[src/riscv_ctrl_pkg.sv]
`default_nettype none

package riscv_ctrl_pkg;

  // RV32I major opcodes
  typedef enum logic [6:0] {
    op_load   = 7'b0000011,
    op_store  = 7'b0100011,
    op_branch = 7'b1100011,
    op_jalr   = 7'b1100111,
    op_jal    = 7'b1101111,
    op_imm    = 7'b0010011,
    op_reg    = 7'b0110011,
    op_lui    = 7'b0110111,
    op_auipc  = 7'b0010111,
    op_system = 7'b1110011
  } opcode_t;

  typedef enum logic [3:0] {
    alu_add,
    alu_sub,
    alu_sll,
    alu_slt,
    alu_sltu,
    alu_xor,
    alu_srl,
    alu_sra,
    alu_or,
    alu_and
  } alu_t;

  // ALU class picked in decode, refined by funct fields in execute
  typedef enum logic [1:0] {
    alu_op_add    = 2'b00,
    alu_op_branch = 2'b01,
    alu_op_reg    = 2'b10,
    alu_op_imm    = 2'b11
  } alu_op_t;

  // branch funct3
  typedef enum logic [2:0] {
    beq  = 3'b000,
    bne  = 3'b001,
    blt  = 3'b100,
    bge  = 3'b101,
    bltu = 3'b110,
    bgeu = 3'b111
  } branch_t;

  typedef enum logic [1:0] {
    wb_alu = 2'b00,
    wb_mem = 2'b01,
    wb_pc4 = 2'b10,
    wb_csr = 2'b11
  } wb_sel_t;

  typedef enum logic [1:0] {
    fwd_none = 2'b00,
    fwd_mem  = 2'b01,
    fwd_wb   = 2'b10
  } fwd_src_t;

  typedef struct packed {
    logic    reg_write;
    logic    mem_write;
    logic    branch;
    logic    alu_src;
    logic    jump;
    logic    lui;
    logic    auipc;
    logic    jal;
    logic    csr_type;
    logic    invalid_inst;
    alu_op_t alu_op;
    wb_sel_t mem_to_reg;
  } decoded_ctrl_t;

  // register addresses and write info reported by the datapath
  typedef struct packed {
    logic [4:0] rs1_id;
    logic [4:0] rs2_id;
    logic [4:0] rs1_exe;
    logic [4:0] rs2_exe;
    logic [4:0] rs2_mem;
    logic [4:0] rd_exe;
    logic [4:0] rd_mem;
    logic [4:0] rd_wb;
    logic       reg_write_mem;
    logic       reg_write_wb;
    wb_sel_t    mem_to_reg_exe;
  } pipe_regs_t;

  typedef struct packed {
    logic     fwd_rd1_id;
    logic     fwd_rd2_id;
    logic     fwd_rd2_mem;
    fwd_src_t fwd_rd1_exe;
    fwd_src_t fwd_rd2_exe;
  } fwd_ctrl_t;

  typedef struct packed {
    logic if_id_clr;
    logic id_exe_clr;
    logic exe_mem_clr;
    logic mem_wb_clr;
    logic if_id_en;
    logic id_exe_en;
    logic exe_mem_en;
    logic mem_wb_en;
    logic pc_en;
  } pipe_ctrl_t;

endpackage

`default_nettype wire

[src/decode_control.sv]
`default_nettype none

module decode_control (
  input  logic [6:0]                    opcode,
  output riscv_ctrl_pkg::decoded_ctrl_t ctrl,
  output logic                          use_rs1,
  output logic                          use_rs2
);

  always_comb begin
    ctrl = '0;
    case (riscv_ctrl_pkg::opcode_t'(opcode))
      riscv_ctrl_pkg::op_load: begin
        ctrl.reg_write  = 1'b1;
        ctrl.alu_src    = 1'b1;
        ctrl.alu_op     = riscv_ctrl_pkg::alu_op_add;
        ctrl.mem_to_reg = riscv_ctrl_pkg::wb_mem;
      end
      riscv_ctrl_pkg::op_store: begin
        ctrl.mem_write = 1'b1;
        ctrl.alu_src   = 1'b1;
        ctrl.alu_op    = riscv_ctrl_pkg::alu_op_add;
      end
      riscv_ctrl_pkg::op_branch: begin
        ctrl.branch = 1'b1;
        ctrl.alu_op = riscv_ctrl_pkg::alu_op_branch;
      end
      // link register gets pc + 4 for both jumps
      riscv_ctrl_pkg::op_jalr: begin
        ctrl.reg_write  = 1'b1;
        ctrl.jump       = 1'b1;
        ctrl.alu_src    = 1'b1;
        ctrl.mem_to_reg = riscv_ctrl_pkg::wb_pc4;
      end
      riscv_ctrl_pkg::op_jal: begin
        ctrl.reg_write  = 1'b1;
        ctrl.jump       = 1'b1;
        ctrl.jal        = 1'b1;
        ctrl.alu_src    = 1'b1;
        ctrl.mem_to_reg = riscv_ctrl_pkg::wb_pc4;
      end
      riscv_ctrl_pkg::op_imm: begin
        ctrl.reg_write = 1'b1;
        ctrl.alu_src   = 1'b1;
        ctrl.alu_op    = riscv_ctrl_pkg::alu_op_imm;
      end
      riscv_ctrl_pkg::op_reg: begin
        ctrl.reg_write = 1'b1;
        ctrl.alu_op    = riscv_ctrl_pkg::alu_op_reg;
      end
      riscv_ctrl_pkg::op_lui: begin
        ctrl.reg_write = 1'b1;
        ctrl.alu_src   = 1'b1;
        ctrl.lui       = 1'b1;
      end
      riscv_ctrl_pkg::op_auipc: begin
        ctrl.reg_write = 1'b1;
        ctrl.alu_src   = 1'b1;
        ctrl.auipc     = 1'b1;
      end
      // csr access is only decoded and its data returns on the csr writeback path
      riscv_ctrl_pkg::op_system: begin
        ctrl.reg_write  = 1'b1;
        ctrl.csr_type   = 1'b1;
        ctrl.mem_to_reg = riscv_ctrl_pkg::wb_csr;
      end
      default: ctrl.invalid_inst = 1'b1;
    endcase
  end

  // source registers read by the decode instruction
  assign use_rs1 = ~(ctrl.lui | ctrl.auipc | ctrl.jal);
  assign use_rs2 = (ctrl.alu_op == riscv_ctrl_pkg::alu_op_reg) | ctrl.branch | ctrl.mem_write;

endmodule

`default_nettype wire

[src/alu_control.sv]
`default_nettype none

module alu_control (
  input  riscv_ctrl_pkg::alu_op_t alu_op,
  input  logic [2:0]              fun3,
  input  logic [6:0]              fun7,
  output riscv_ctrl_pkg::alu_t    alu_ctrl
);

  always_comb begin
    alu_ctrl = riscv_ctrl_pkg::alu_add;
    case (alu_op)
      riscv_ctrl_pkg::alu_op_add: alu_ctrl = riscv_ctrl_pkg::alu_add;
      // compare chosen so that the zero flag resolves the branch
      riscv_ctrl_pkg::alu_op_branch: begin
        case (fun3)
          riscv_ctrl_pkg::beq,  riscv_ctrl_pkg::bne:  alu_ctrl = riscv_ctrl_pkg::alu_sub;
          riscv_ctrl_pkg::blt,  riscv_ctrl_pkg::bge:  alu_ctrl = riscv_ctrl_pkg::alu_slt;
          riscv_ctrl_pkg::bltu, riscv_ctrl_pkg::bgeu: alu_ctrl = riscv_ctrl_pkg::alu_sltu;
          default:                                    alu_ctrl = riscv_ctrl_pkg::alu_add;
        endcase
      end
      default: begin
        case (fun3)
          3'b000: begin
            // addi has no sub form, funct7 there is immediate bits
            if (alu_op == riscv_ctrl_pkg::alu_op_reg && fun7[5]) begin
              alu_ctrl = riscv_ctrl_pkg::alu_sub;
            end else begin
              alu_ctrl = riscv_ctrl_pkg::alu_add;
            end
          end
          3'b001: alu_ctrl = riscv_ctrl_pkg::alu_sll;
          3'b010: alu_ctrl = riscv_ctrl_pkg::alu_slt;
          3'b011: alu_ctrl = riscv_ctrl_pkg::alu_sltu;
          3'b100: alu_ctrl = riscv_ctrl_pkg::alu_xor;
          3'b101: alu_ctrl = fun7[5] ? riscv_ctrl_pkg::alu_sra : riscv_ctrl_pkg::alu_srl;
          3'b110: alu_ctrl = riscv_ctrl_pkg::alu_or;
          default: alu_ctrl = riscv_ctrl_pkg::alu_and;
        endcase
      end
    endcase
  end

endmodule

`default_nettype wire

[src/branch_controller.sv]
`default_nettype none

module branch_controller (
  input  riscv_ctrl_pkg::branch_t fun3,
  input  logic                    branch,
  input  logic                    jump,
  input  logic                    zero,
  output logic                    pc_sel
);

  logic taken;

  // zero reflects sub for beq/bne and slt/sltu for the ordered compares
  always_comb begin
    case (fun3)
      riscv_ctrl_pkg::beq,
      riscv_ctrl_pkg::bge,
      riscv_ctrl_pkg::bgeu: taken = zero;
      riscv_ctrl_pkg::bne,
      riscv_ctrl_pkg::blt,
      riscv_ctrl_pkg::bltu: taken = ~zero;
      default:              taken = 1'b0;
    endcase
  end

  assign pc_sel = jump | (branch & taken);

endmodule

`default_nettype wire

[src/forwarding_unit.sv]
`default_nettype none

module forwarding_unit (
  input  riscv_ctrl_pkg::pipe_regs_t pipe_regs,
  output riscv_ctrl_pkg::fwd_ctrl_t  fwd
);

  logic mem_ok;
  logic wb_ok;

  // x0 is never a bypass source
  assign mem_ok = pipe_regs.reg_write_mem && (pipe_regs.rd_mem != 5'd0);
  assign wb_ok  = pipe_regs.reg_write_wb && (pipe_regs.rd_wb != 5'd0);

  always_comb begin
    // newest producer wins, so memory beats writeback
    if (mem_ok && pipe_regs.rd_mem == pipe_regs.rs1_exe) begin
      fwd.fwd_rd1_exe = riscv_ctrl_pkg::fwd_mem;
    end else if (wb_ok && pipe_regs.rd_wb == pipe_regs.rs1_exe) begin
      fwd.fwd_rd1_exe = riscv_ctrl_pkg::fwd_wb;
    end else begin
      fwd.fwd_rd1_exe = riscv_ctrl_pkg::fwd_none;
    end

    if (mem_ok && pipe_regs.rd_mem == pipe_regs.rs2_exe) begin
      fwd.fwd_rd2_exe = riscv_ctrl_pkg::fwd_mem;
    end else if (wb_ok && pipe_regs.rd_wb == pipe_regs.rs2_exe) begin
      fwd.fwd_rd2_exe = riscv_ctrl_pkg::fwd_wb;
    end else begin
      fwd.fwd_rd2_exe = riscv_ctrl_pkg::fwd_none;
    end

    // decode operands and store data only see writeback
    fwd.fwd_rd1_id  = wb_ok && (pipe_regs.rd_wb == pipe_regs.rs1_id);
    fwd.fwd_rd2_id  = wb_ok && (pipe_regs.rd_wb == pipe_regs.rs2_id);
    fwd.fwd_rd2_mem = wb_ok && (pipe_regs.rd_wb == pipe_regs.rs2_mem);
  end

endmodule

`default_nettype wire

[src/hazard_handler.sv]
`default_nettype none

module hazard_handler (
  input  riscv_ctrl_pkg::pipe_regs_t pipe_regs,
  input  logic                       use_rs1,
  input  logic                       use_rs2,
  output logic                       load_hazard
);

  logic late_result;
  logic rs1_hit;
  logic rs2_hit;

  // load and csr data are not ready until after memory
  assign late_result = (pipe_regs.mem_to_reg_exe == riscv_ctrl_pkg::wb_mem) ||
                       (pipe_regs.mem_to_reg_exe == riscv_ctrl_pkg::wb_csr);

  assign rs1_hit = use_rs1 && (pipe_regs.rd_exe == pipe_regs.rs1_id);
  assign rs2_hit = use_rs2 && (pipe_regs.rd_exe == pipe_regs.rs2_id);

  assign load_hazard = late_result && (pipe_regs.rd_exe != 5'd0) && (rs1_hit || rs2_hit);

endmodule

`default_nettype wire

[src/pipeline_controller.sv]
`default_nettype none

module pipeline_controller (
  input  logic                       clk,
  input  logic                       rst_n,
  input  logic                       load_hazard,
  input  logic                       pc_sel,
  input  logic                       stall_pipl,
  output riscv_ctrl_pkg::pipe_ctrl_t pipe
);

  logic flush_pending;
  logic flush;

  assign flush = pc_sel | flush_pending;

  // remember a redirect that arrives while the pipe is frozen
  always_ff @(posedge clk) begin
    if (!rst_n) begin
      flush_pending <= 1'b0;
    end else if (stall_pipl) begin
      if (pc_sel) begin
        flush_pending <= 1'b1;
      end
    end else begin
      flush_pending <= 1'b0;
    end
  end

  always_comb begin
    pipe            = '0;
    pipe.if_id_en   = 1'b1;
    pipe.id_exe_en  = 1'b1;
    pipe.exe_mem_en = 1'b1;
    pipe.mem_wb_en  = 1'b1;
    pipe.pc_en      = 1'b1;

    if (stall_pipl) begin
      pipe.if_id_en   = 1'b0;
      pipe.id_exe_en  = 1'b0;
      pipe.exe_mem_en = 1'b0;
      pipe.mem_wb_en  = 1'b0;
      pipe.pc_en      = 1'b0;
    end else if (flush) begin
      // kill the three younger stages behind the redirect
      pipe.if_id_clr   = 1'b1;
      pipe.id_exe_clr  = 1'b1;
      pipe.exe_mem_clr = 1'b1;
    end else if (load_hazard) begin
      // hold fetch and decode, insert a bubble into execute
      pipe.pc_en      = 1'b0;
      pipe.if_id_en   = 1'b0;
      pipe.id_exe_clr = 1'b1;
    end
  end

endmodule

`default_nettype wire

[src/control_unit.sv]
`default_nettype none

module control_unit (
  input  logic                          clk,
  input  logic                          rst_n,
  input  logic [6:0]                    opcode_id,
  input  logic [2:0]                    fun3_exe,
  input  logic [6:0]                    fun7_exe,
  input  riscv_ctrl_pkg::alu_op_t       alu_op_exe,
  input  riscv_ctrl_pkg::branch_t       fun3_mem,
  input  logic                          branch_mem,
  input  logic                          jump_mem,
  input  logic                          zero_mem,
  input  riscv_ctrl_pkg::pipe_regs_t    pipe_regs,
  input  logic                          stall_pipl,
  output riscv_ctrl_pkg::decoded_ctrl_t ctrl_id,
  output riscv_ctrl_pkg::alu_t          alu_ctrl_exe,
  output logic                          pc_sel_mem,
  output riscv_ctrl_pkg::fwd_ctrl_t     fwd,
  output logic                          load_hazard,
  output riscv_ctrl_pkg::pipe_ctrl_t    pipe
);

  logic use_rs1_id;
  logic use_rs2_id;

  decode_control dec_ctrl_inst (
    .opcode  (opcode_id),
    .ctrl    (ctrl_id),
    .use_rs1 (use_rs1_id),
    .use_rs2 (use_rs2_id)
  );

  alu_control alu_ctrl_inst (
    .alu_op   (alu_op_exe),
    .fun3     (fun3_exe),
    .fun7     (fun7_exe),
    .alu_ctrl (alu_ctrl_exe)
  );

  branch_controller branch_ctrl_inst (
    .fun3   (fun3_mem),
    .branch (branch_mem),
    .jump   (jump_mem),
    .zero   (zero_mem),
    .pc_sel (pc_sel_mem)
  );

  forwarding_unit fwd_unit_inst (
    .pipe_regs (pipe_regs),
    .fwd       (fwd)
  );

  hazard_handler hazard_inst (
    .pipe_regs   (pipe_regs),
    .use_rs1     (use_rs1_id),
    .use_rs2     (use_rs2_id),
    .load_hazard (load_hazard)
  );

  pipeline_controller pipe_ctrl_inst (
    .clk         (clk),
    .rst_n       (rst_n),
    .load_hazard (load_hazard),
    .pc_sel      (pc_sel_mem),
    .stall_pipl  (stall_pipl),
    .pipe        (pipe)
  );

endmodule

`default_nettype wire

[config.mk]
export PLATFORM = sky130hd
export DESIGN_NAME = control_unit
export DESIGN_NICKNAME = d
export VERILOG_FILES = /design/src/riscv_ctrl_pkg.sv /design/src/decode_control.sv /design/src/alu_control.sv /design/src/branch_controller.sv /design/src/forwarding_unit.sv /design/src/hazard_handler.sv /design/src/pipeline_controller.sv /design/src/control_unit.sv
export SDC_FILE = /design/constraint.sdc
export NUM_CORES = 1
export LEC_CHECK = 0
export BUFFER_PORTS_ARGS = -buffer_cell sky130_fd_sc_hd__buf_2
export CORE_UTILIZATION = 36
export CTS_BUF_LIST = sky130_fd_sc_hd__clkbuf_2 sky130_fd_sc_hd__clkbuf_4 sky130_fd_sc_hd__clkbuf_8
export CTS_CLUSTER_SIZE = 16
export DETAILED_ROUTE_END_ITERATION = 10
export PLACE_DENSITY = 0.87
export SYNTH_ARGS = -nofsm -noshare
export SYNTH_HDL_FRONTEND = slang
export SYNTH_SLANG_ARGS = --single-unit
[constraint.sdc]
create_clock -name clk -period 1.6 [get_ports clk]
set_input_delay 0.16 -clock clk [delete_from_list [all_inputs] [get_ports clk]]
set_output_delay 0.16 -clock clk [all_outputs]
set_load 0.005 [all_outputs]
======== Yosys cells after proc, flatten, opt, wreduce, memory -nomap -nowiden ========
Cells that the tools add are included.
cells by class
  eq/ne operators ......................... 36
  mux-type cells .......................... 30
  bitwise logic cells ..................... 9
  reductions and logical operators ........ 32
operator list
  operator            number
  $eq 5x5->1          9
  $eq 7x7->1 const B  4
  $pmux 4 s7          1
  $eq 3x3->1 const B  8
  $eq 7x6->1 const B  3
  $mux 1              18
  $reduce_bool 5->1   3
  $eq 7x5->1 const B  2
  $logic_and 1x1->1   14
  $pmux 2 s3          2
  $reduce_or 10->1    1
  $pmux 3 s3          1
  $mux 2              4
  $pmux 4 s2          1
  $reduce_or 2->1     4
  $reduce_or 8->1     1
  $eq 7x2->1 const B  1
  $reduce_or 7->1     1
  $eq 2x2->1 const B  3
  $eq 3x1->1 const B  2
  $eq 3x2->1 const B  2
  $logic_not 3->1     2
  $mux 3              2
  $or 1x1->1          6
  other kinds (8)     12
word-level totals
  register bits after elaboration ......... 1
  output and inout port bits .............. 36
  logic and storage cells ................. 108

======== Longest topological paths before layout ========
Gate-level depths: netlist of run 1.
  depth after elaboration ................. 11
  mapped depth ............................ 7

======== By module ========
From an unflattened synthesis of run 1, not the netlist that was laid out.
unflattened totals
  cells, all modules ...................... 158
  area total of the unflattened synthesis .. 1097.3 um2
by module, submodules not included
  module               instances  cells an instance  area an instance (um2)
  forwarding_unit      1          60                 467.9
  decode_control       1          45                 257.7
  hazard_handler       1          17                 133.9
  alu_control          1          18                 113.9
  pipeline_controller  1          15                 96.3
  branch_controller    1          3                  27.5

======== Worst setup path after synthesis of run 1 ========
Ideal clock, no wire load.
  path type ............................... in2out
  start point ............................. input port pipe_regs[15] in the netlist's numbering
  end point ............................... output port pipe[4] in the netlist's numbering
  arrival time ............................ 1407 ps
  required time ........................... 1440 ps
  setup slack ............................. 33 ps
  cell stages on the path ................. 6
  cell sequence ........................... or4_4 o21ai_2 a21oi_1 a21o_1 a21oi_1 buf_4
RTL lines
  item             line                source
  start, declared  control_unit.sv:14  input riscv_ctrl_pkg::pipe_regs_t pipe_regs,
  end, declared    control_unit.sv:21  output riscv_ctrl_pkg::pipe_ctrl_t pipe

==> results of run 1 <==
## cells in the mapped netlist, drive strengths merged (2+ instances only)
cell type  instances
nor3               2
o21ai              8
inv                4
xor2              23
a21o               2
nand3b             3
nand3              8
nor4               9
a21oi              5
xnor2             23
nor2              16
nand2              6
and2               2
nand4              3
or4                6
buf               11
## logic make-up after synthesis
logic type	synth area share, %
mux	1.139
compound gates	12.66
xor+xnor	40.76
other cells	0.3794
buf+inv	8.734
flops	2.025
simple gates	34.30
## layout by cell type (no fill, tap or decap), drive strengths merged, types with 2 or more instances in the layout
cell type,Yosys,final
nor4,9,9
a21o,2,2
o21ai,8,8
xnor2,23,23
nand2,6,6
inv,4,4
nor2,16,16
xor2,23,23
nand4,3,3
nand3,8,8
nand3b,3,3
nor3,2,2
a21oi,5,5
or4,6,6
buf,11,118
and2,2,2
## critical path: stages
cell,delay [ps]
buf_6,90
or4_4,520
o21ai_2,140
a21oi_1,60
a21o_1,200
o31a_1,230
buf_2,120
## report_power, final
part           switching [uW]  internal [uW]  total, uW  leakage [uW]
Combinational             182            208        390      0.000859
Sequential              0.656           26.9       27.6    0.00000826
Clock                       0              0          0             0
## metal layers
layer | track usage (%) | up-vias
met5 | 0 | -
met4 | 0.4274 | 0
met3 | 1.389 | 2
met2 | 39.43 | 56
met1 | 23.54 | 634
li1 | - | 720
## repair_timing
action,in CTS,in global routing
endpoints found under the setup margin,5,6
resized for setup,8,10
hold endpoints to repair,0,0
gates cloned,0,0
pin swaps,3,2
## per-stage QoR
| stage | hold slack [ps] | std cells | utilization [%] | total power, uW |
|---|---|---|---|---|
| after floorplan | 273.8 | 145 | - | 213.5 |
| after global placement | 378.6 | 281 | 62.59 | 382.7 |
| after detailed placement | 385.5 | 281 | 62.59 | 393.5 |
| after CTS | 385.0 | 281 | 63.96 | 404.4 |
| after global routing | 407.9 | 281 | 65.88 | 456.6 |
| final | 380.5 | 281 | 65.88 | 417.9 |
## cell type report
| cell class | instances | share of cell area [%] |
|---|---|---|
| multi-input cells | 128 | 55.15 |
| inverters | 4 | 0.8955 |
| well taps | 30 | 2.239 |
| flip-flops and latches | 1 | 1.194 |
| repair buffers | 118 | 40.52 |
## how the worst max path moves through the flow
stage                     endpoint  slack, ps  cells past startpoint
final                      pipe[7]        -90                      7
after floorplan            pipe[4]         30                      6
after CTS                  pipe[7]        -90                      7
after global routing       pipe[7]       -160                      7
after detailed placement    fwd[3]       -100                      6
after global placement     pipe[7]        -80                      7
==> results.sh, run 1 <==
export IMPL_netlist_area_leader_share_pct=20.38
export IMPL_status="finished with violations"
export IMPL_fillCellCount=217
export IMPL_start_util_pct=38.84
export IMPL_layout_drive_gt1_share_pct=51.79
export IMPL_grt_first_pass_wirelength_um=4464
export IMPL_violations="setup timing"
export IMPL_yosysUniqueCellTypes=36
export IMPL_max_cap_viol_count=0
export IMPL_cp_start_kind="primary input"
export IMPL_syn_inst=145
export IMPL_path_class="primary input to primary output"
export IMPL_crit_path_end_kind="primary output"
export IMPL_ant_nets=0
export IMPL_dp_slack_ps=-99.54
export IMPL_synth_area_um2=988.4
export IMPL_wirelength_um=3231
export IMPL_top_layer="met4"
export IMPL_crit_arrival_ps=1530
export IMPL_dpl_cell_area_mm2=0.001593
export IMPL_row_count=18
export IMPL_drt_initial_drc_count=18
export IMPL_clk_pin_slew_ps=0
export IMPL_synth_ff_type="dfxtp_1"
export IMPL_grt_pass1_vias=1118
export IMPL_core_area_mm2=0.002545
export IMPL_synth_edf_count=0
export IMPL_gp_congestion=0.7640
export IMPL_fin_ws_ps=-85.80
export IMPL_seqCellArea_um2=20.02
export IMPL_first_pass_iters=4
export IMPL_wl_met1_um=1316
export IMPL_vias=1412
export IMPL_fin_tns_setup_ps=-152.8
export IMPL_track_usage_pct=19.71
export IMPL_vias_per_cell=5.025
export IMPL_die_y_um=54.40
export IMPL_hpwlAfterDp_um=2821
export IMPL_startpoint="pipe_regs[15]"
export IMPL_design_area_mm2=0.001677
export IMPL_rsz0062_at_grt="yes"
export IMPL_post_route_min_period_ps=1686
export IMPL_syn_avg_cell_area_um2=6.817
export IMPL_hold_path_depth=3
export IMPL_async_reset_ff_share_pct=0
export IMPL_r2r_slack_ps=950
export IMPL_diodes=0
export IMPL_top_register="pipe_ctrl_inst.flush_pending"
export IMPL_port_buffers=99
export IMPL_p_leak_uw=0.0008668
export IMPL_fmax_mhz=593.2
export IMPL_slew_violations=0
export IMPL_setup_viol=3
export IMPL_boundaryPins=108
export IMPL_fin_crit_sh_pct=105.4
export IMPL_rr_worst_depth=2
export IMPL_die_w_um=54.40
export IMPL_largest_register_ffs=1
export IMPL_netlist_top_cells_area="xnor2_1 (20%), xor2_1 (20%), nor2_1 (5.7%)"
export IMPL_cp_data_required_time_ps=1440
export IMPL_yosys_register_bits=1
export IMPL_hold_buffers=0
export IMPL_worst_ir_drop_vdd_uv=251.2
export IMPL_synth_top_cell_by_area="xnor2_1"
export IMPL_wl_met3_um=159
export IMPL_drcViolationCount=0
export IMPL_met2_length_um=1742
export IMPL_grt_ovfl_total=0
export IMPL_antenna_found_initial=0
export IMPL_r2r_start="pipe_ctrl_inst.flush_pending"
export IMPL_fin_skew_ps=0
export IMPL_holdPathEnd="pipe_ctrl_inst.flush_pending"
export IMPL_path_max_fanout=3
export IMPL_multiInputGateArea_um2=924.6
export IMPL_nNetsFinal=325
export IMPL_cts_setup_buffers=0
export IMPL_hp_start="rst_n"
export IMPL_cellPowerDensity_mw_per_mm2=249.2
export IMPL_die_area_mm2=0.002959
export IMPL_yosysSeqAreaShare_pct=2.025
export IMPL_grt_max_degree=12
export IMPL_hp_class="primary input to flop"
export IMPL_worstSkewPairLatency_ps=0
export IMPL_syn_to_final_growth_pct=69.62
export IMPL_avgRoutedWirePerCell_um=11.50
export IMPL_ys_warnings_count=0
export IMPL_synth_fp_nets=217
export IMPL_reg_top3="pipe_ctrl_inst.flush_pending x1"
export IMPL_timing_rr_end="pipe_ctrl_inst.flush_pending"
export IMPL_hold_viol=0
(Power assumes the default switching activity.)
==> inputs of run 2 (changes only) <==
--- a/config.mk
+++ b/config.mk
@@ -6,11 +6,12 @@
 export NUM_CORES = 1
 export LEC_CHECK = 0
 export BUFFER_PORTS_ARGS = -buffer_cell sky130_fd_sc_hd__buf_2
-export CORE_UTILIZATION = 36
+export CORE_UTILIZATION = 37
 export CTS_BUF_LIST = sky130_fd_sc_hd__clkbuf_2 sky130_fd_sc_hd__clkbuf_4 sky130_fd_sc_hd__clkbuf_8
 export CTS_CLUSTER_SIZE = 16
 export DETAILED_ROUTE_END_ITERATION = 10
-export PLACE_DENSITY = 0.87
+export PLACE_DENSITY = 0.82
 export SYNTH_ARGS = -nofsm -noshare
 export SYNTH_HDL_FRONTEND = slang
+export SYNTH_HIERARCHICAL = 1
 export SYNTH_SLANG_ARGS = --single-unit
==> constraint.sdc (replaced) <==
create_clock -name clk -period 1.8 [get_ports clk]
set_input_delay 0.18 -clock clk [delete_from_list [all_inputs] [get_ports clk]]
set_output_delay 0.18 -clock clk [all_outputs]
set_load 0.005 [all_outputs]
==> run 2 against run 1 <==
Compared with the run above: the run now ends clean; synthesized area up 11%; via count is 2.5% lower; global-route usage is 0.93 points lower; wire length is 6.7% lower; die area up 7.7%; combinational power down 17%; largest cell class unchanged; largest power group unchanged; highest routed layer is now met3.
==> results.sh, run 2 <==
export IMPL_reg_top3="pipe_ctrl_inst/flush_pending x1"
export IMPL_layout_drive_gt1_share_pct=47.15
export IMPL_critPathTopFamily="simple AND/OR/NAND/NOR gates"
export IMPL_power_internal_uw=188.4
export IMPL_drt_initial_drc_count=56
export IMPL_worst_ir_drop_vdd_uv=220.7
export IMPL_r2r_start="pipe_ctrl_inst/flush_pending"
export IMPL_post_cts_resized=0
export IMPL_drcViolationCount=0
export IMPL_path_class="primary input to primary output"
export IMPL_synth_fp_nets=230
export IMPL_vias=1377
export IMPL_synth_top_cells_by_count="xor2_1 (24), xnor2_1 (22), nand2_1 (12), nor2_1 (11), nand3_1 (10)"
export IMPL_nNetsFinal=320
export IMPL_status="complete, no violations"
export IMPL_gp_congestion=0.8675
export IMPL_pwr_share_seq_pct=7.1
export IMPL_rr_worst_depth=2
export IMPL_hold_path_depth=3
export IMPL_grt_pass1_vias=1202
export IMPL_grt_first_pass_wirelength_um=5140
export IMPL_post_route_min_period_ps=1601
export IMPL_wirelength_um=3015
export IMPL_die_w_um=56.46
export IMPL_worst_path_stages=9
export IMPL_crit_arrival_ps=1420
export IMPL_crit_buf_inv=2
export IMPL_top_register="pipe_ctrl_inst/flush_pending"
export IMPL_swShare_pct=46.11
export IMPL_max_stage_delay_ps=270
export IMPL_port_buffers=99
export IMPL_startpoint="opcode_id[4]"
export IMPL_netlist_area_leader_share_pct=19.16
export IMPL_syn_inst=158
export IMPL_hp_class="primary input to flop"
export IMPL_yosys_register_bits=1
export IMPL_crit_chain="buf_2 -> and3b_2 -> a21o_1 -> nand2_1 -> nand3_1 -> a21oi_1 -> nor3_1 -> nor2_1 -> buf_2"
export IMPL_syn_avg_cell_area_um2=6.945
export IMPL_design_area_mm2=0.001572
export IMPL_avgRoutedWirePerCell_um=10.88
export IMPL_hpwlAfterDp_um=2668
export IMPL_grt_ovfl_total=0
export IMPL_layout_commonest_cell="buf_2"
export IMPL_first_pass_iters=4
export IMPL_synth_edf_count=0
export IMPL_fmax_mhz=624.7
export IMPL_ant_nets=0
export IMPL_ys_warnings_count=6
export IMPL_cp_slowest_cell="and3b_2"
export IMPL_r2r_slack_ps=1170
export IMPL_boundaryPins=108
export IMPL_setup_viol=0
export IMPL_p_sw_uw=161.2
export IMPL_critPathCapture="pipe[7]"
export IMPL_yosysMostFrequentCell="xor2_1"
export IMPL_vias_per_cell=4.971
export IMPL_cts_setup_buffers=0
export IMPL_track_usage_pct=18.79
export IMPL_cp_start_kind="primary input"
export IMPL_cp_data_required_time_ps=1620
export IMPL_grt_max_degree=12
export IMPL_rsz0062_at_grt="no"
export IMPL_dpl_cell_area_mm2=0.001572
export IMPL_hold_buffers=0
export IMPL_synth_top_cell_by_area="xor2_1"
export IMPL_row_count=19
export IMPL_antenna_found_initial=0
export IMPL_final_cell_mix="buf_2 (99), xor2_1 (24), xnor2_1 (22)"
export IMPL_path_max_fanout=9
export IMPL_start_util_pct=39.45
export IMPL_cellPowerDensity_mw_per_mm2=222.4
export IMPL_clk_pin_slew_ps=0
export IMPL_fin_crit_sh_pct=88.93
export IMPL_fin_tns_setup_ps=0
export IMPL_core_area_mm2=0.002781
export IMPL_crit_path_end_kind="primary output"
export IMPL_fin_skew_ps=0
export IMPL_clkPwrFrac_pct=0
export IMPL_p_leak_uw=0.0007938
export IMPL_largest_register_ffs=1
export IMPL_async_reset_ff_share_pct=0
export IMPL_syn_to_final_growth_pct=43.22
export IMPL_diodes=0
export IMPL_timing_rr_end="pipe_ctrl_inst/flush_pending"
export IMPL_synth_ff_type="dfxtp_1"
export IMPL_cp_common_cell="buf_2"
export IMPL_die_y_um=56.46
export IMPL_hold_viol=0
export IMPL_max_cap_viol_count=0
export IMPL_combPwrFrac_pct=92.9
export IMPL_yosysSeqAreaShare_pct=1.824
export IMPL_slew_violations=0
export IMPL_synth_area_mm2=0.001097
export IMPL_die_area_mm2=0.003188
export IMPL_worstSkewPairLatency_ps=0
export IMPL_netlist_top_cells_area="xor2_1 (19%), xnor2_1 (18%), nand3_1 (4.6%)"
export IMPL_yosysUniqueCellTypes=41
==> run 2: stage by stage <==
stage          util (%)  setup slack [ps]  cells  total power, uW  hold WS (ps)
6_report          56.50             199.2    277            349.5         398.6
5_1_grt           56.50             69.26    277            386.4         415.3
4_1_cts           56.50             188.9    277            352.2         407.1
3_5_place_dp      56.50             195.4    277            351.2         407.4
3_3_place_gp      56.50             209.9    277            344.4         402.3
2_1_floorplan         -             161.2    158            213.6         293.8
==> run 2: how the worst min path moves through the flow <==
stage | slack (ps) | to | start
6_report | 400 | pipe_ctrl_inst/flush_pending | rst_n
5_1_grt | 420 | pipe_ctrl_inst/flush_pending | rst_n
4_1_cts | 410 | pipe_ctrl_inst/flush_pending | rst_n
3_5_place_dp | 410 | pipe_ctrl_inst/flush_pending | rst_n
3_3_place_gp | 400 | pipe_ctrl_inst/flush_pending | rst_n
2_1_floorplan | 290 | pipe_ctrl_inst/flush_pending | rst_n
==> run 2: cell type report <==
| cell class | count | area (um2) |
|---|---|---|
| Fill cell | 262 | 1210 |
| Inverter | 2 | 7.507 |
| Multi-Input combinational cell | 140 | 979.7 |
| Sequential cell | 1 | 20.02 |
| Tap cell | 31 | 38.79 |
| Timing Repair Buffer | 103 | 525.5 |
==> run 2: logic make-up (layout without fill, tap and decap cells) <==
kind of cell	Yosys count	in the layout	share of synthesized area (%)
multiplexers	1	1	0.9122
flip-flops	1	1	1.824
AND/OR/NAND/NOR	70	70	37.74
XOR/XNOR	46	46	36.72
AO/OA/AOI/OAI	22	22	13.57
other	1	1	0.3417
buffers and inverters	17	105	8.894
==> run 2: tightest hold or removal path, stage by stage <==
cell	delay [ps]
buf_2	70
nand2_1	40
nor2_1	70
==> run 2: metal layers <==
| metal | global-route usage [%] | part of all wire (%) | vias to the layer above |
|---|---|---|---|
| met4 | 0.3484 | 0 | 0 |
| li1 | - | - | 716 |
| met1 | 24.44 | 43 | 615 |
| met2 | 36.13 | 52 | 46 |
| met5 | 0 | 0 | - |
| met3 | 0.2304 | 4.5 | 0 |
==> run 2: power groups by stage <==
stage / sequential (uW) / combinational (uW) / clock, uW
4_1_cts: 24.8 / 327 / 0
5_1_grt: 25.0 / 361 / 0
2_1_floorplan: 24.7 / 189 / 0
6_report: 24.8 / 325 / 0
3_3_place_gp: 24.7 / 320 / 0
3_5_place_dp: 24.8 / 326 / 0
==> inputs of run 3 (changes only) <==
--- a/config.mk
+++ b/config.mk
@@ -6,12 +6,13 @@
 export NUM_CORES = 1
 export LEC_CHECK = 0
 export BUFFER_PORTS_ARGS = -buffer_cell sky130_fd_sc_hd__buf_2
-export CORE_UTILIZATION = 37
+export CELL_PAD_IN_SITES_DETAIL_PLACEMENT = 0
+export CELL_PAD_IN_SITES_GLOBAL_PLACEMENT = 2
+export CORE_UTILIZATION = 15
 export CTS_BUF_LIST = sky130_fd_sc_hd__clkbuf_2 sky130_fd_sc_hd__clkbuf_4 sky130_fd_sc_hd__clkbuf_8
 export CTS_CLUSTER_SIZE = 16
 export DETAILED_ROUTE_END_ITERATION = 10
-export PLACE_DENSITY = 0.82
+export PLACE_DENSITY_LB_ADDON = 0.1
 export SYNTH_ARGS = -nofsm -noshare
 export SYNTH_HDL_FRONTEND = slang
-export SYNTH_HIERARCHICAL = 1
 export SYNTH_SLANG_ARGS = --single-unit
==> run 3 against run 2 <==
Compared with the run above: via count down 5.5%; cell count up 16%; core utilization down 31 points; sequential power about the same; register-to-register slack worse by 20 ps; worst setup slack worse by 160 ps; sequential share of layout area about the same; die area up 120%; clock skew unchanged; cell area up 2.1%; fmax down 9.2%; flip-flop and latch count unchanged; critical path type unchanged.
==> results.sh, run 3 (same netlist as run 1, synthesis figures left out) <==
export IMPL_status="complete, no violations"
export IMPL_hold_path_depth=3
export IMPL_swShare_pct=45.35
export IMPL_crit_arrival_ps=1580
export IMPL_multiInputGateArea_um2=893.4
export IMPL_clk_pin_slew_ps=0
export IMPL_reg_top3="pipe_ctrl_inst.flush_pending x1"
export IMPL_core_area_mm2=0.006350
export IMPL_start_util_pct=15.57
export IMPL_cellPowerDensity_mw_per_mm2=213.5
export IMPL_fin_tns_setup_ps=0
export IMPL_hpwlAfterDp_um=3426
export IMPL_max_cap_viol_count=0
export IMPL_p_leak_uw=0.0008120
export IMPL_dpl_cell_area_mm2=0.001592
export IMPL_fin_skew_ps=0
export IMPL_nNetsFinal=317
export IMPL_utilization_pct=25.28
export IMPL_power_internal_uw=187.3
export IMPL_largest_register_ffs=1
export IMPL_boundaryPins=108
export IMPL_vias=1301
export IMPL_grt_ovfl_total=0
export IMPL_worstSkewPairLatency_ps=0
export IMPL_r2r_slack_ps=1150
export IMPL_grt_pass1_vias=1303
export IMPL_drcViolationCount=0
export IMPL_track_usage_pct=10.21
export IMPL_clkPwrFrac_pct=0
export IMPL_fillCellCount=737
export IMPL_timing_rr_end="pipe_ctrl_inst.flush_pending"
export IMPL_path_class="primary input to primary output"
export IMPL_setup_viol=0
export IMPL_post_route_min_period_ps=1763
export IMPL_diodes=0
export IMPL_antenna_found_initial=0
export IMPL_cp_start_kind="primary input"
export IMPL_die_y_um=83.18
export IMPL_die_area_mm2=0.006918
export IMPL_worst_ir_drop_vdd_uv=73.89
export IMPL_hp_start="rst_n"
export IMPL_pwr_share_seq_pct=7.1
export IMPL_holdPathEnd="pipe_ctrl_inst.flush_pending"
export IMPL_fmax_mhz=567.3
export IMPL_fin_ws_ps=37.29
export IMPL_seqCellArea_um2=20.02
export IMPL_hold_viol=0
export IMPL_hold_buffers=0
export IMPL_design_area_mm2=0.001605
export IMPL_layout_commonest_cell="buf_2"
export IMPL_row_count=29
export IMPL_hp_class="primary input to flop"
export IMPL_p_total_uw=342.8
export IMPL_final_cell_mix="buf_2 (98), xor2_1 (23), xnor2_1 (23)"
export IMPL_path_max_fanout=3
export IMPL_grt_first_pass_wirelength_um=6030
export IMPL_combPwrFrac_pct=92.9
export IMPL_fin_crit_sh_pct=97.93
export IMPL_cp_common_cell="buf_2"
export IMPL_crit_chain="buf_2 -> or4_4 -> o21ai_4 -> a21oi_1 -> a21o_1 -> o31a_1 -> buf_2"
export IMPL_layout_drive_gt1_share_pct=47.74
export IMPL_drt_initial_drc_count=8
export IMPL_vias_per_cell=4.066
export IMPL_top_register="pipe_ctrl_inst.flush_pending"
export IMPL_syn_to_final_growth_pct=62.41
export IMPL_cts_setup_buffers=0
export IMPL_crit_path_end_kind="primary output"
export IMPL_cp_slowest_cell="or4_4"
export IMPL_avgRoutedWirePerCell_um=11.70
export IMPL_grt_max_degree=12
export IMPL_first_pass_iters=4
export IMPL_slew_violations=0
export IMPL_r2r_start="pipe_ctrl_inst.flush_pending"
export IMPL_ant_nets=0
export IMPL_rr_worst_depth=2
export IMPL_die_w_um=83.18
export IMPL_port_buffers=99
export IMPL_dp_slack_ps=31.59
export IMPL_max_stage_delay_ps=540
export IMPL_p_sw_uw=155.5
export IMPL_rsz0062_at_grt="yes"
export IMPL_wirelength_um=3744
export IMPL_gp_congestion=0.6926
export IMPL_cp_data_required_time_ps=1620
-- run 3: changes by cell type in the layout (fill, tap and decap cells not counted), sizes merged, moves of 3 or more --
cell    before  now
nand2       12    6
buf        103  109
nor2        12   16
nand3b       0    3
nand4        0    3
and3         4    1
nor3         6    2
and3b        3    0
a21oi        8    5
-- run 3: power groups by stage --
stage               sequential (uW)  combinational (uW)  clock (uW)
floorplan                      24.4                 165           0
global placement               24.6                 324           0
detailed placement             24.5                 319           0
CTS                            24.5                 321           0
global route                   24.5                 355           0
finish                         24.5                 318           0
-- run 3: worst max-delay path by stage --
stage | start | end | slack [ps] | depth (start not counted)
2_1_floorplan | pipe_regs[15] | pipe[4] | 190 | 6
3_3_place_gp | pipe_regs[15] | pipe[7] | 50 | 7
3_5_place_dp | pipe_regs[15] | pipe[7] | 30 | 7
4_1_cts | pipe_regs[15] | pipe[7] | 30 | 7
5_1_grt | pipe_regs[15] | pipe[7] | -30 | 7
6_report | pipe_regs[15] | pipe[7] | 40 | 7
-- run 3: cell type report --
cell class	count	share of cell area [%]
inverter	4	0.9353
multi-input combinational	128	55.65
sequential	1	1.247
tap	77	6.002
timing repair buffer	110	36.17
-- run 3: stage by stage --
stage          hold slack [ps]  cells
3_3_place_gp             403.3    320
5_1_grt                  425.3    320
6_report                 402.2    320
3_5_place_dp             404.9    320
4_1_cts                  404.4    320
2_1_floorplan            293.8    145
-- run 3: what timing repair did --
| item | CTS | global route |
|---|---|---|
| resized for setup | 0 | 3 |
| setup endpoints to repair | 0 | 3 |
| endpoints found under the hold margin | 0 | 0 |
-- run 3: worst max-delay path, delay by kind of cell --
family / cells / cell delay [ps]
buffers and inverters: 2 / 230
AOI/OAI and AO/OA: 4 / 630
and+or+nand+nor: 1 / 540
-- run 3: layer usage --
metal  up-vias  track usage, %  part of all wire, %
met5         -               0                    0
met4         0               0                    0
met3         0           1.491                  6.9
met2        54           17.96                   46
met1       547           13.98                   47
li1        700               -                    -
